[config.mk]
export PLATFORM = sky130hd
export DESIGN_NAME = branch_predictor
export DESIGN_NICKNAME = d
export VERILOG_FILES = /design/src/bp_pkg.sv /design/src/branch_predictor.sv /design/src/resolve_unit.sv /design/src/perf_counter.sv /design/src/btb.sv /design/src/local_history_table.sv /design/src/sat_counter_table.sv
export SDC_FILE = /design/constraint.sdc
export NUM_CORES = 2
export LEC_CHECK = 0
export BUFFER_PORTS_ARGS = -buffer_cell sky130_fd_sc_hd__buf_4
export CAP_MARGIN = 20
export CORE_UTILIZATION = 45
export CTS_CLUSTER_DIAMETER = 60
export DETAILED_ROUTE_END_ITERATION = 8
export RECOVER_POWER = 100
export SYNTH_ARGS = -nofsm -noshare
export SYNTH_HDL_FRONTEND = slang
export SYNTH_SLANG_ARGS = --single-unit
export TNS_END_PERCENT = 1
[constraint.sdc]
create_clock -name clk -period 8.15 [get_ports clk]
set_input_delay 0.815 -clock clk [delete_from_list [all_inputs] [get_ports clk]]
set_output_delay 0.815 -clock clk [all_outputs]
set_load 0.01 [all_outputs]
[src/bp_pkg.sv]
`default_nettype none

package bp_pkg;

    // address and target word
    typedef logic [31:0] word_t;

    // kind of control-flow instruction held in the btb
    typedef enum logic [1:0] {
        kind_br   = 2'b00, // conditional branch
        kind_jal  = 2'b01,
        kind_jalr = 2'b10
    } branch_kind_t;

    // global and local history length, also the pht index width
    localparam int HIST_BITS = 6;

    // local history table index, pc[6:2]
    localparam int BHT_INDEX_BITS = 5;

    // chooser index, pc[7:2]
    localparam int CHOOSER_INDEX_BITS = 6;

    // btb index, pc[5:2]; tag is everything above
    localparam int BTB_INDEX_BITS = 4;

    // weakly not taken / weakly local
    localparam logic [1:0] CTR_INIT = 2'b01;

    // performance counter width
    localparam int PERF_WIDTH = 16;

endpackage : bp_pkg

`default_nettype wire
[src/branch_predictor.sv]
`timescale 1ns/100ps
`default_nettype none

module branch_predictor
    import bp_pkg::*;
(
    input  logic                  clk,
    input  logic                  rst,
    input  logic                  lookup_en,
    input  word_t                 lookup_pc,
    input  logic                  resolve_en,
    input  logic                  resolve_taken,
    input  word_t                 resolve_target,
    input  branch_kind_t          resolve_kind,
    output logic                  pred_hit,
    output logic                  pred_taken,
    output word_t                 pred_target,
    output logic                  mispredict,
    output logic [PERF_WIDTH-1:0] ctrl_count,
    output logic [PERF_WIDTH-1:0] no_stall_count,
    output logic [PERF_WIDTH-1:0] correct_count,
    output logic                  ctrl_overflow,
    output logic                  no_stall_overflow,
    output logic                  correct_overflow
);

    logic [HIST_BITS-1:0] ghr;
    logic [HIST_BITS-1:0] local_hist;
    logic                 global_pr;
    logic                 local_pr;
    logic                 use_global;
    logic                 chosen_pr;
    branch_kind_t         btb_kind;

    // lookup record, snapshot for training at resolve
    word_t                rec_pc;
    logic [HIST_BITS-1:0] rec_global_idx;
    logic [HIST_BITS-1:0] rec_local_idx;
    logic                 rec_global_pr;
    logic                 rec_local_pr;
    logic                 rec_hit;
    logic                 rec_taken;
    word_t                rec_target;

    logic  btb_write;
    word_t eff_target;
    logic  history_shift;
    logic  pht_inc;
    logic  pht_dec;
    logic  chooser_inc;
    logic  chooser_dec;
    logic  count_ctrl;
    logic  count_no_stall;
    logic  count_correct;

    btb u_btb (
        .clk          (clk),
        .rst          (rst),
        .read_pc      (lookup_pc),
        .write_en     (btb_write),
        .write_pc     (rec_pc),
        .write_target (eff_target),
        .write_kind   (resolve_kind),
        .hit          (pred_hit),
        .target       (pred_target),
        .kind         (btb_kind)
    );

    local_history_table u_bht (
        .clk      (clk),
        .rst      (rst),
        .read_pc  (lookup_pc),
        .write_en (history_shift),
        .write_pc (rec_pc),
        .taken    (resolve_taken),
        .history  (local_hist)
    );

    sat_counter_table #(.index_bits(HIST_BITS)) global_pht (
        .clk         (clk),
        .rst         (rst),
        .read_index  (ghr),
        .write_index (rec_global_idx),
        .inc         (pht_inc),
        .dec         (pht_dec),
        .prediction  (global_pr)
    );

    sat_counter_table #(.index_bits(HIST_BITS)) local_pht (
        .clk         (clk),
        .rst         (rst),
        .read_index  (local_hist),
        .write_index (rec_local_idx),
        .inc         (pht_inc),
        .dec         (pht_dec),
        .prediction  (local_pr)
    );

    sat_counter_table #(.index_bits(CHOOSER_INDEX_BITS)) chooser (
        .clk         (clk),
        .rst         (rst),
        .read_index  (lookup_pc[CHOOSER_INDEX_BITS+1:2]),
        .write_index (rec_pc[CHOOSER_INDEX_BITS+1:2]),
        .inc         (chooser_inc),
        .dec         (chooser_dec),
        .prediction  (use_global) // counter >= 2 picks global
    );

    assign chosen_pr  = use_global ? global_pr : local_pr;
    assign pred_taken = pred_hit && ((btb_kind != kind_br) || chosen_pr); // jumps always taken

    always_ff @(posedge clk) begin
        if (rst) begin
            ghr <= '0;
        end else if (history_shift) begin
            ghr <= {ghr[HIST_BITS-2:0], resolve_taken};
        end
    end

    always_ff @(posedge clk) begin
        if (rst) begin
            rec_pc         <= '0;
            rec_global_idx <= '0;
            rec_local_idx  <= '0;
            rec_global_pr  <= 1'b0;
            rec_local_pr   <= 1'b0;
            rec_hit        <= 1'b0;
            rec_taken      <= 1'b0;
            rec_target     <= '0;
        end else if (lookup_en) begin
            rec_pc         <= lookup_pc;
            rec_global_idx <= ghr;        // pre-update history
            rec_local_idx  <= local_hist;
            rec_global_pr  <= global_pr;
            rec_local_pr   <= local_pr;
            rec_hit        <= pred_hit;
            rec_taken      <= pred_taken;
            rec_target     <= pred_target;
        end
    end

    resolve_unit u_resolve (
        .resolve_en     (resolve_en),
        .resolve_taken  (resolve_taken),
        .resolve_target (resolve_target),
        .resolve_kind   (resolve_kind),
        .rec_hit        (rec_hit),
        .rec_taken      (rec_taken),
        .rec_target     (rec_target),
        .rec_local_pr   (rec_local_pr),
        .rec_global_pr  (rec_global_pr),
        .mispredict     (mispredict),
        .btb_write      (btb_write),
        .eff_target     (eff_target),
        .history_shift  (history_shift),
        .pht_inc        (pht_inc),
        .pht_dec        (pht_dec),
        .chooser_inc    (chooser_inc),
        .chooser_dec    (chooser_dec),
        .count_ctrl     (count_ctrl),
        .count_no_stall (count_no_stall),
        .count_correct  (count_correct)
    );

    perf_counter u_ctrl_cnt (
        .clk      (clk),
        .rst      (rst),
        .count    (count_ctrl),
        .value    (ctrl_count),
        .overflow (ctrl_overflow)
    );

    perf_counter u_no_stall_cnt (
        .clk      (clk),
        .rst      (rst),
        .count    (count_no_stall),
        .value    (no_stall_count),
        .overflow (no_stall_overflow)
    );

    perf_counter u_correct_cnt (
        .clk      (clk),
        .rst      (rst),
        .count    (count_correct),
        .value    (correct_count),
        .overflow (correct_overflow)
    );

endmodule : branch_predictor

`default_nettype wire

[src/resolve_unit.sv]
`timescale 1ns/100ps
`default_nettype none

module resolve_unit
    import bp_pkg::*;
(
    input  logic         resolve_en,
    input  logic         resolve_taken,
    input  word_t        resolve_target,
    input  branch_kind_t resolve_kind,
    input  logic         rec_hit,
    input  logic         rec_taken,
    input  word_t        rec_target,
    input  logic         rec_local_pr,
    input  logic         rec_global_pr,
    output logic         mispredict,
    output logic         btb_write,
    output word_t        eff_target,
    output logic         history_shift,
    output logic         pht_inc,
    output logic         pht_dec,
    output logic         chooser_inc,
    output logic         chooser_dec,
    output logic         count_ctrl,
    output logic         count_no_stall,
    output logic         count_correct
);

    logic is_br;
    logic wrong_dir;
    logic wrong_target;
    logic pr_differ;
    logic global_right;

    // jalr target has bit 0 cleared
    assign eff_target = (resolve_kind == kind_jalr) ? {resolve_target[31:1], 1'b0}
                                                    : resolve_target;

    assign is_br     = (resolve_kind == kind_br);
    assign wrong_dir = (rec_taken != resolve_taken);

    // a taken miss has no usable target
    assign wrong_target = resolve_taken && (!rec_hit || (rec_target != eff_target));

    assign mispredict = resolve_en && (wrong_dir || wrong_target);

    assign btb_write = resolve_en && resolve_taken;

    // history and phts train on conditional branches only
    assign history_shift = resolve_en && is_br;
    assign pht_inc       = history_shift && resolve_taken;
    assign pht_dec       = history_shift && !resolve_taken;

    // chooser moves only when the two predictors disagreed
    assign pr_differ    = (rec_local_pr != rec_global_pr);
    assign global_right = (rec_global_pr == resolve_taken);
    assign chooser_inc  = history_shift && pr_differ && global_right;
    assign chooser_dec  = history_shift && pr_differ && !global_right;

    always_comb begin
        count_ctrl     = resolve_en; // every control-flow instruction
        count_no_stall = mispredict ? 1'b0 : resolve_en;
        count_correct  = history_shift && !wrong_dir;
    end

endmodule : resolve_unit

`default_nettype wire

[src/perf_counter.sv]
`timescale 1ns/100ps
`default_nettype none

module perf_counter
    import bp_pkg::*;
(
    input  logic                  clk,
    input  logic                  rst,
    input  logic                  count,
    output logic [PERF_WIDTH-1:0] value,
    output logic                  overflow
);

    always_ff @(posedge clk) begin
        if (rst) begin
            value    <= '0;
            overflow <= 1'b0;
        end else if (count) begin
            value <= value + 1'b1;
            if (&value) begin
                overflow <= 1'b1; // sticky until reset
            end
        end
    end

endmodule : perf_counter

`default_nettype wire

[src/btb.sv]
`timescale 1ns/100ps
`default_nettype none

module btb
    import bp_pkg::*;
(
    input  logic         clk,
    input  logic         rst,
    input  word_t        read_pc,
    input  logic         write_en,
    input  word_t        write_pc,
    input  word_t        write_target,
    input  branch_kind_t write_kind,
    output logic         hit,
    output word_t        target,
    output branch_kind_t kind
);

    logic                        valid   [2**BTB_INDEX_BITS];
    logic [31:BTB_INDEX_BITS+2]  tags    [2**BTB_INDEX_BITS];
    word_t                       targets [2**BTB_INDEX_BITS];
    branch_kind_t                kinds   [2**BTB_INDEX_BITS];

    logic [BTB_INDEX_BITS-1:0] read_index;
    logic [BTB_INDEX_BITS-1:0] write_index;

    assign read_index  = read_pc[BTB_INDEX_BITS+1:2];
    assign write_index = write_pc[BTB_INDEX_BITS+1:2];

    assign hit = valid[read_index] && (tags[read_index] == read_pc[31:BTB_INDEX_BITS+2]);

    // payload shows only on a hit
    assign target = hit ? targets[read_index] : '0;
    assign kind   = hit ? kinds[read_index] : kind_br;

    always_ff @(posedge clk) begin
        if (rst) begin
            for (int i = 0; i < 2**BTB_INDEX_BITS; i++) begin
                valid[i] <= 1'b0;
            end
        end else if (write_en) begin
            valid[write_index] <= 1'b1;
        end
    end

    always_ff @(posedge clk) begin
        if (write_en) begin
            tags[write_index]    <= write_pc[31:BTB_INDEX_BITS+2]; // evicts older tag
            targets[write_index] <= write_target;
            kinds[write_index]   <= write_kind;
        end
    end

endmodule : btb

`default_nettype wire

[src/local_history_table.sv]
`timescale 1ns/100ps
`default_nettype none

module local_history_table
    import bp_pkg::*;
(
    input  logic                 clk,
    input  logic                 rst,
    input  word_t                read_pc,
    input  logic                 write_en,
    input  word_t                write_pc,
    input  logic                 taken,
    output logic [HIST_BITS-1:0] history
);

    logic [HIST_BITS-1:0]      hist [2**BHT_INDEX_BITS]; // one shift register per index
    logic [BHT_INDEX_BITS-1:0] read_index;
    logic [BHT_INDEX_BITS-1:0] write_index;

    assign read_index  = read_pc[BHT_INDEX_BITS+1:2];
    assign write_index = write_pc[BHT_INDEX_BITS+1:2];

    assign history = hist[read_index];

    always_ff @(posedge clk) begin
        if (rst) begin
            for (int i = 0; i < 2**BHT_INDEX_BITS; i++) begin
                hist[i] <= '0;
            end
        end else if (write_en) begin
            hist[write_index] <= {hist[write_index][HIST_BITS-2:0], taken}; // newest in lsb
        end
    end

endmodule : local_history_table

`default_nettype wire

[src/sat_counter_table.sv]
`timescale 1ns/100ps
`default_nettype none

module sat_counter_table
    import bp_pkg::*;
#(
    parameter int index_bits = HIST_BITS
) (
    input  logic                  clk,
    input  logic                  rst,
    input  logic [index_bits-1:0] read_index,
    input  logic [index_bits-1:0] write_index,
    input  logic                  inc,
    input  logic                  dec,
    output logic                  prediction
);

    logic [1:0] ctr [2**index_bits]; // 2-bit saturating counters

    // upper bit is the taken / global decision
    assign prediction = ctr[read_index][1];

    always_ff @(posedge clk) begin
        if (rst) begin
            for (int i = 0; i < 2**index_bits; i++) begin
                ctr[i] <= CTR_INIT;
            end
        end else if (inc) begin
            if (ctr[write_index] != 2'b11) begin
                ctr[write_index] <= ctr[write_index] + 2'd1; // saturate at 3
            end
        end else if (dec) begin
            if (ctr[write_index] != 2'b00) begin
                ctr[write_index] <= ctr[write_index] - 2'd1; // saturate at 0
            end
        end
    end

endmodule : sat_counter_table

`default_nettype wire

# ---- Word-level counts from Yosys, hierarchy flattened
# Memory sizes are Yosys's and may differ from the RTL's. A register that Yosys moved wholly into a read port is not among the register bits.
# Index checks and enable logic that the tools add are counted.
dict set report classes {
  bitwise_logic 3
  addsub 9
  eq_ne 9
  mux 69
  n_reduce_logical 32
}
# op n
set op_table {}
lappend op_table {{6-bit two-way mux} 12}
lappend op_table {{17-bit AND reduction} 3}
lappend op_table {{16-bit by 1-bit adder with 16-bit output, second input constant} 3}
lappend op_table {{1-bit two-way mux} 45}
lappend op_table {{32-bit two-way mux} 1}
lappend op_table {{32-bit != test} 1}
lappend op_table {{26-bit == test} 1}
lappend op_table {{5-bit two-way mux} 3}
lappend op_table {{2-bit two-way mux} 7}
lappend op_table {{1-bit logical AND} 12}
lappend op_table {{2-bit nonzero test} 4}
lappend op_table {{2-bit by 1-bit adder with 2-bit output, second input constant} 3}
lappend op_table {{2-bit != test, second input constant} 3}
lappend op_table {{2-bit OR reduction} 3}
lappend op_table {{6-bit OR reduction} 1}
lappend op_table {{2-bit by 1-bit subtractor with 2-bit output, second input constant} 3}
lappend op_table {{1-bit zero test} 4}
lappend op_table {{4-bit two-way mux} 1}
lappend op_table {{1-bit logical OR} 3}
lappend op_table {{1-bit bitwise OR} 3}
lappend op_table {{2-bit == test, second input constant} 1}
lappend op_table {{2-bit zero test} 1}
lappend op_table {{1-bit != test} 2}
lappend op_table {{1-bit == test} 1}
lappend op_table {{1-bit OR reduction} 1}
dict set report word_totals {
  word_cells 145
  inputBits 71
  ram_bits 1552
  ff_bits 137
  n_memories 8
  output_inout_bits 86
}
# memory depth width rd rd_ports_with_merged_regs wr line_no
set memory_table {}
lappend memory_table {u_btb.targets 16 32 1 0 1 btb.sv:21} ;# word_t targets [2**BTB_INDEX_BITS];
lappend memory_table {u_btb.tags 16 26 1 0 1 btb.sv:20} ;# logic [31:BTB_INDEX_BITS+2] tags [2**BTB_INDEX_BITS];
lappend memory_table {u_bht.hist 32 6 2 1 32 local_history_table.sv:16} ;# logic [HIST_BITS-1:0] hist [2**BHT_INDEX_BITS];
lappend memory_table {chooser.ctr 64 2 2 1 64 sat_counter_table.sv:18} ;# logic [1:0] ctr [2**index_bits];
lappend memory_table {global_pht.ctr 64 2 2 2 64 sat_counter_table.sv:18}
lappend memory_table {local_pht.ctr 64 2 2 1 64 sat_counter_table.sv:18}
lappend memory_table {{2 more memories} - - - - - -}

# ---- Logic depth before layout (Yosys ltp)
dict set report depth {
  ltp_word 11
  mapped_depth 16
  depth_no_buf 11
}

# ---- Modules after synthesis
# Synthesis repeated with hierarchy kept, for this count alone.
dict set report hier_totals {
  hier_cells 4890
  hier_area_um2 77216.6
}
# mod cells_per_inst instances area_each_um2
set modules_own_cells {}
lappend modules_own_cells {btb 1621 1 38105.3}
lappend modules_own_cells {sat_counter_table 606 3 7368.3}
lappend modules_own_cells {local_history_table 802 1 10779.1}
lappend modules_own_cells {branch_predictor 282 1 3094.2}
lappend modules_own_cells {perf_counter 89 3 802.0}
lappend modules_own_cells {resolve_unit 100 1 726.9}

# ---- Worst setup path before layout
# OpenSTA, ideal clock, no wires.
dict set report synth_timing {
  kind {input to register}
  start {input port resolve_taken}
  end {memory u_btb.kinds[3][0] (netlist bit) (enable)}
  arrival_time_ns 5.804
  setup_ns 0.554
  path_stages 4
  n_path_buf 2
  slack_ns 1.792
  cell_sequence {clkbuf_1 clkbuf_1 nand4_1 nor3_1}
}
dict set report synth_between {
  elab_chain_cells 3
}
# item line_no
set synth_rtl {}
lappend synth_rtl {{from (decl)} branch_predictor.sv:12} ;# input logic resolve_taken,
lappend synth_rtl {{1-bit logical AND} resolve_unit.sv:47} ;# assign btb_write = resolve_en && resolve_taken;
lappend synth_rtl {{1-bit two-way mux} btb.sv:47} ;# if (write_en) begin
lappend synth_rtl {{1-bit two-way mux (not written as such)} btb.sv:50} ;# kinds[write_index] <= write_kind;
lappend synth_rtl {{to (decl)} btb.sv:22} ;# branch_kind_t kinds [2**BTB_INDEX_BITS];
# Every way passes these cells.

# ---- Worst setup path in the final report
dict set report layout_timing {
  start {input port lookup_pc[2]}
  end {output port pred_taken}
}
dict set report layout_between {
  elab_chain_cells 7
}
# item line_no
set layout_rtl {}
lappend layout_rtl {{from (decl)} branch_predictor.sv:10} ;# input word_t lookup_pc,
lappend layout_rtl {{parallel branches: the longest is 6 deep, another holds memory read 32 x 6 bit} -}
lappend layout_rtl {{1-bit logical AND *} branch_predictor.sv:110} ;# assign pred_taken = pred_hit && ((btb_kind != kind_br) || chosen_pr);
lappend layout_rtl {{to (decl)} branch_predictor.sv:16} ;# output logic pred_taken,
# Every way passes the cells marked *.

==> results.cfg <==
[synth]
synthTopCellsByArea = edfxtp_1, mux4_2, dfxtp_1
synth_xor_area_frac = 0.0113
syn_avg_cell_area_um2 = 16.6
synth_seq_area_share = 0.681
synth_warnings = 0
synth_top_family_by_area = multiplexers
netlist.area_leader.share = 0.633
syn_nets = 4463
async_reset_ff_frac = 0
syn_area_um2 = 72900
yosys.area_share.simple = 0.0741
synth_compound_area_frac = 0.0185
synthFlopType = edfxtp_1
synthDistinctLibCells = 61
synth_adder_area_share = 0.000515
ys_seq_elements = 1711
synth_top_area_cell = edfxtp_1
synthCells = 4389
synth_edf_count = 1536
synth.area.mux_share = 0.195

[worst_setup_path]
start_kind = input port
r2r-end = u_btb.targets[5][8]
reg2reg_depth = 5
crit_arrival_ps = 6190
reg2reg_slack_ps = 1250
cp-end-kind = primary output
path_max_fanout = 50
crit_type = in2out
worstReg2RegStart = rec_pc[2]
critPathRequiredTime_ps = 7340

[sta]
worst_pin_slew_ps = 4020
slew_violations = 1353
max_freq_mhz = 143
clock_skew_ps = 45.3
setup_viol = 0
tns_ps = 0
rsz0062_at_grt = false
hold_viol = 0
slew_headroom = -1.68
fin_crit_sh = 0.859
final.min_clock_period_ps = 7000

[final_layout]
fillerInstances = 13300
design_area_um2 = 81400
area_growth_pct = 11.7
finalNonFillerCells = 6809
fin_nets = 4563
layout_common_cells = edfxtp_1, nor2_1, mux4_2
multi_input_area_um2 = 21900
seq_area_um2 = 49600
drive_above_1_share = 0.199
layout_commonest_cell = edfxtp_1

[status]
outcome = complete, but fails checks
violations = capacitance limit, slew limit

[clocking]
ctsRootBufferMaster = clkbuf_16
cts_tree = built
clockBufferDepth = 3
worstSkewPairLatency_ps = 840
path_clk_slew_ps = 50
numCtsBuffers = 180
cts_hold_buffers = 0
post_cts_resized = 0
clock-sinks = 1711
post_cts_buffers = 0
htree_levels = 4

[global_route]
grt_overflow = 0
grt_usage = 0.231
grt_pass1_wl_um = 274000
grt_max_degree = 137
antenna_found_initial = 4
grt_pass1_vias = 40300

[route]
drc = 0
initialDrtViolationCount = 4392
via_count = 40400
wl_per_cell_um = 27.7
routed_wirelength_um = 189000
ant_nets = 0
firstDrtPassIters = 5
vias_per_cell = 5.93

[placed_design]
io_buffers = 154
placed_area_um2 = 76300
gp_congestion = 0.878
dp_cells = 6463
dp_hpwl_um = 110000

[floorplanning]
placementRows = 147
fp.dieArea_um2 = 164000
die_y_um = 404
core_area_um2 = 161000
ios = 157
dieWidth_um = 404
start_util = 0.454

[min_path]
hold_start = lookup_pc[30]
whs_path_depth = 3
worstHoldPathType = in2reg
hold_end = rec_pc[30]

[power]
power_mw = 18.9
power_density_nw_per_um2 = 233
p_leak_nw = 24.9
peakVddDrop_uv = 230

[flow_run]
max_cap_viol_count = 49
==> flip-flops by register name, indices dropped and copies added (netlist names), 6 cells and up, named ones only <==
register	count
u_btb.targets	512
u_btb.tags	416
u_bht.hist	192
chooser.ctr	128
global_pht.ctr	128
local_pht.ctr	128
rec_target	32
u_btb.kinds	32
rec_pc	30
u_btb.valid	16
u_correct_cnt.value	16
u_ctrl_cnt.value	16
u_no_stall_cnt.value	16
ghr	6
rec_global_idx	6
rec_local_idx	6
==> per-layer routing <==
metal / track usage / part of all wire / vias up
met4: 0.0682 / 0.025 / 6
met3: 0.0384 / 0.069 / 308
li1: - / - / 17200
met2: 0.362 / 0.47 / 1608
met1: 0.333 / 0.43 / 21200
met5: 0 / 0.00023 / -
==> worst max path at each step <==
stage,end,cells past startpoint,startpoint
detailed placement,pred_taken,13,lookup_pc[2]
finish,pred_taken,13,lookup_pc[2]
CTS,pred_taken,13,lookup_pc[2]
floorplan,u_btb.kinds[3][0],4,resolve_taken
global route,chooser.ctr[17][0],9,rst
global placement,pred_taken,13,lookup_pc[2]
==> layout make-up <==
type,count,share of cell area
Tap cell,2160,0.0332
Sequential cell,1711,0.610
Multi-Input combinational cell,2348,0.269
Antenna cell,3,0.0000922
Clock buffer,259,0.0615
Clock inverter,80,0.00961
Inverter,16,0.000799
Timing Repair Buffer,232,0.0157
==> cell families (layout without fill, tap and decap cells) <==
logic type | after synthesis | in the layout
buf+inv | 330 | 587
simple gates | 1277 | 1277
fa+ha+maj | 3 | 3
flops | 1711 | 1711
other cells | 0 | 3
mux | 729 | 729
xor+xnor | 94 | 94
compound gates | 245 | 245
==> critical path: stages <==
cell and delay, ps:
buf_8 410, clkbuf_2 1190, mux4_2 640, mux4_2 480, xnor2_1 270, nand4_1 340
nor3_1 310, buf_4 510, nand2_1 230, inv_1 160, nand2_1 80, a31oi_1 400
buf_4 210
==> Yosys cell counts, types with 4 or more instances <==
cell,number
edfxtp_1,1536
nor2_1,633
mux4_2,553
nand2_1,405
clkbuf_1,180
dfxtp_1,175
mux2i_1,171
o21ai_0,171
xnor2_1,73
buf_1,58
buf_2,54
and3_1,45
a21oi_1,28
nor3_1,27
nand3_1,26
nand4_1,25
xor2_1,21
or2_2,19
buf_4,18
nor2b_1,18
or3_1,16
inv_1,14
nand2b_1,13
a211oi_1,12
and2_1,12
nand3b_1,8
a22oi_1,6
o21ai_1,6
nor4_1,5
buf_6,4
o211ai_1,4
or3b_2,4
==> per-stage QoR <==
| step | hold slack (ps) | util | worst slack (ps) |
|---|---|---|---|
| 2_1_floorplan | 435 | - | 1790 |
| 3_3_place_gp | 444 | 0.475 | 1490 |
| 3_5_place_dp | 454 | 0.475 | 1440 |
| 4_1_cts | 192 | 0.511 | 1430 |
| 5_1_grt | 235 | 0.507 | 689 |
| 6_report | 250 | 0.507 | 1150 |
==> power by group <==
group	internal [mW]	leakage, nW	switching (mW)	total [mW]
combinational	0.469	6.87	0.670	1.14
sequential	9.68	15.2	0.116	9.80
clock	4.51	2.82	3.50	8.00
total	14.7	24.9	4.28	18.9
No activity file was read; power rests on OpenSTA's default activity.
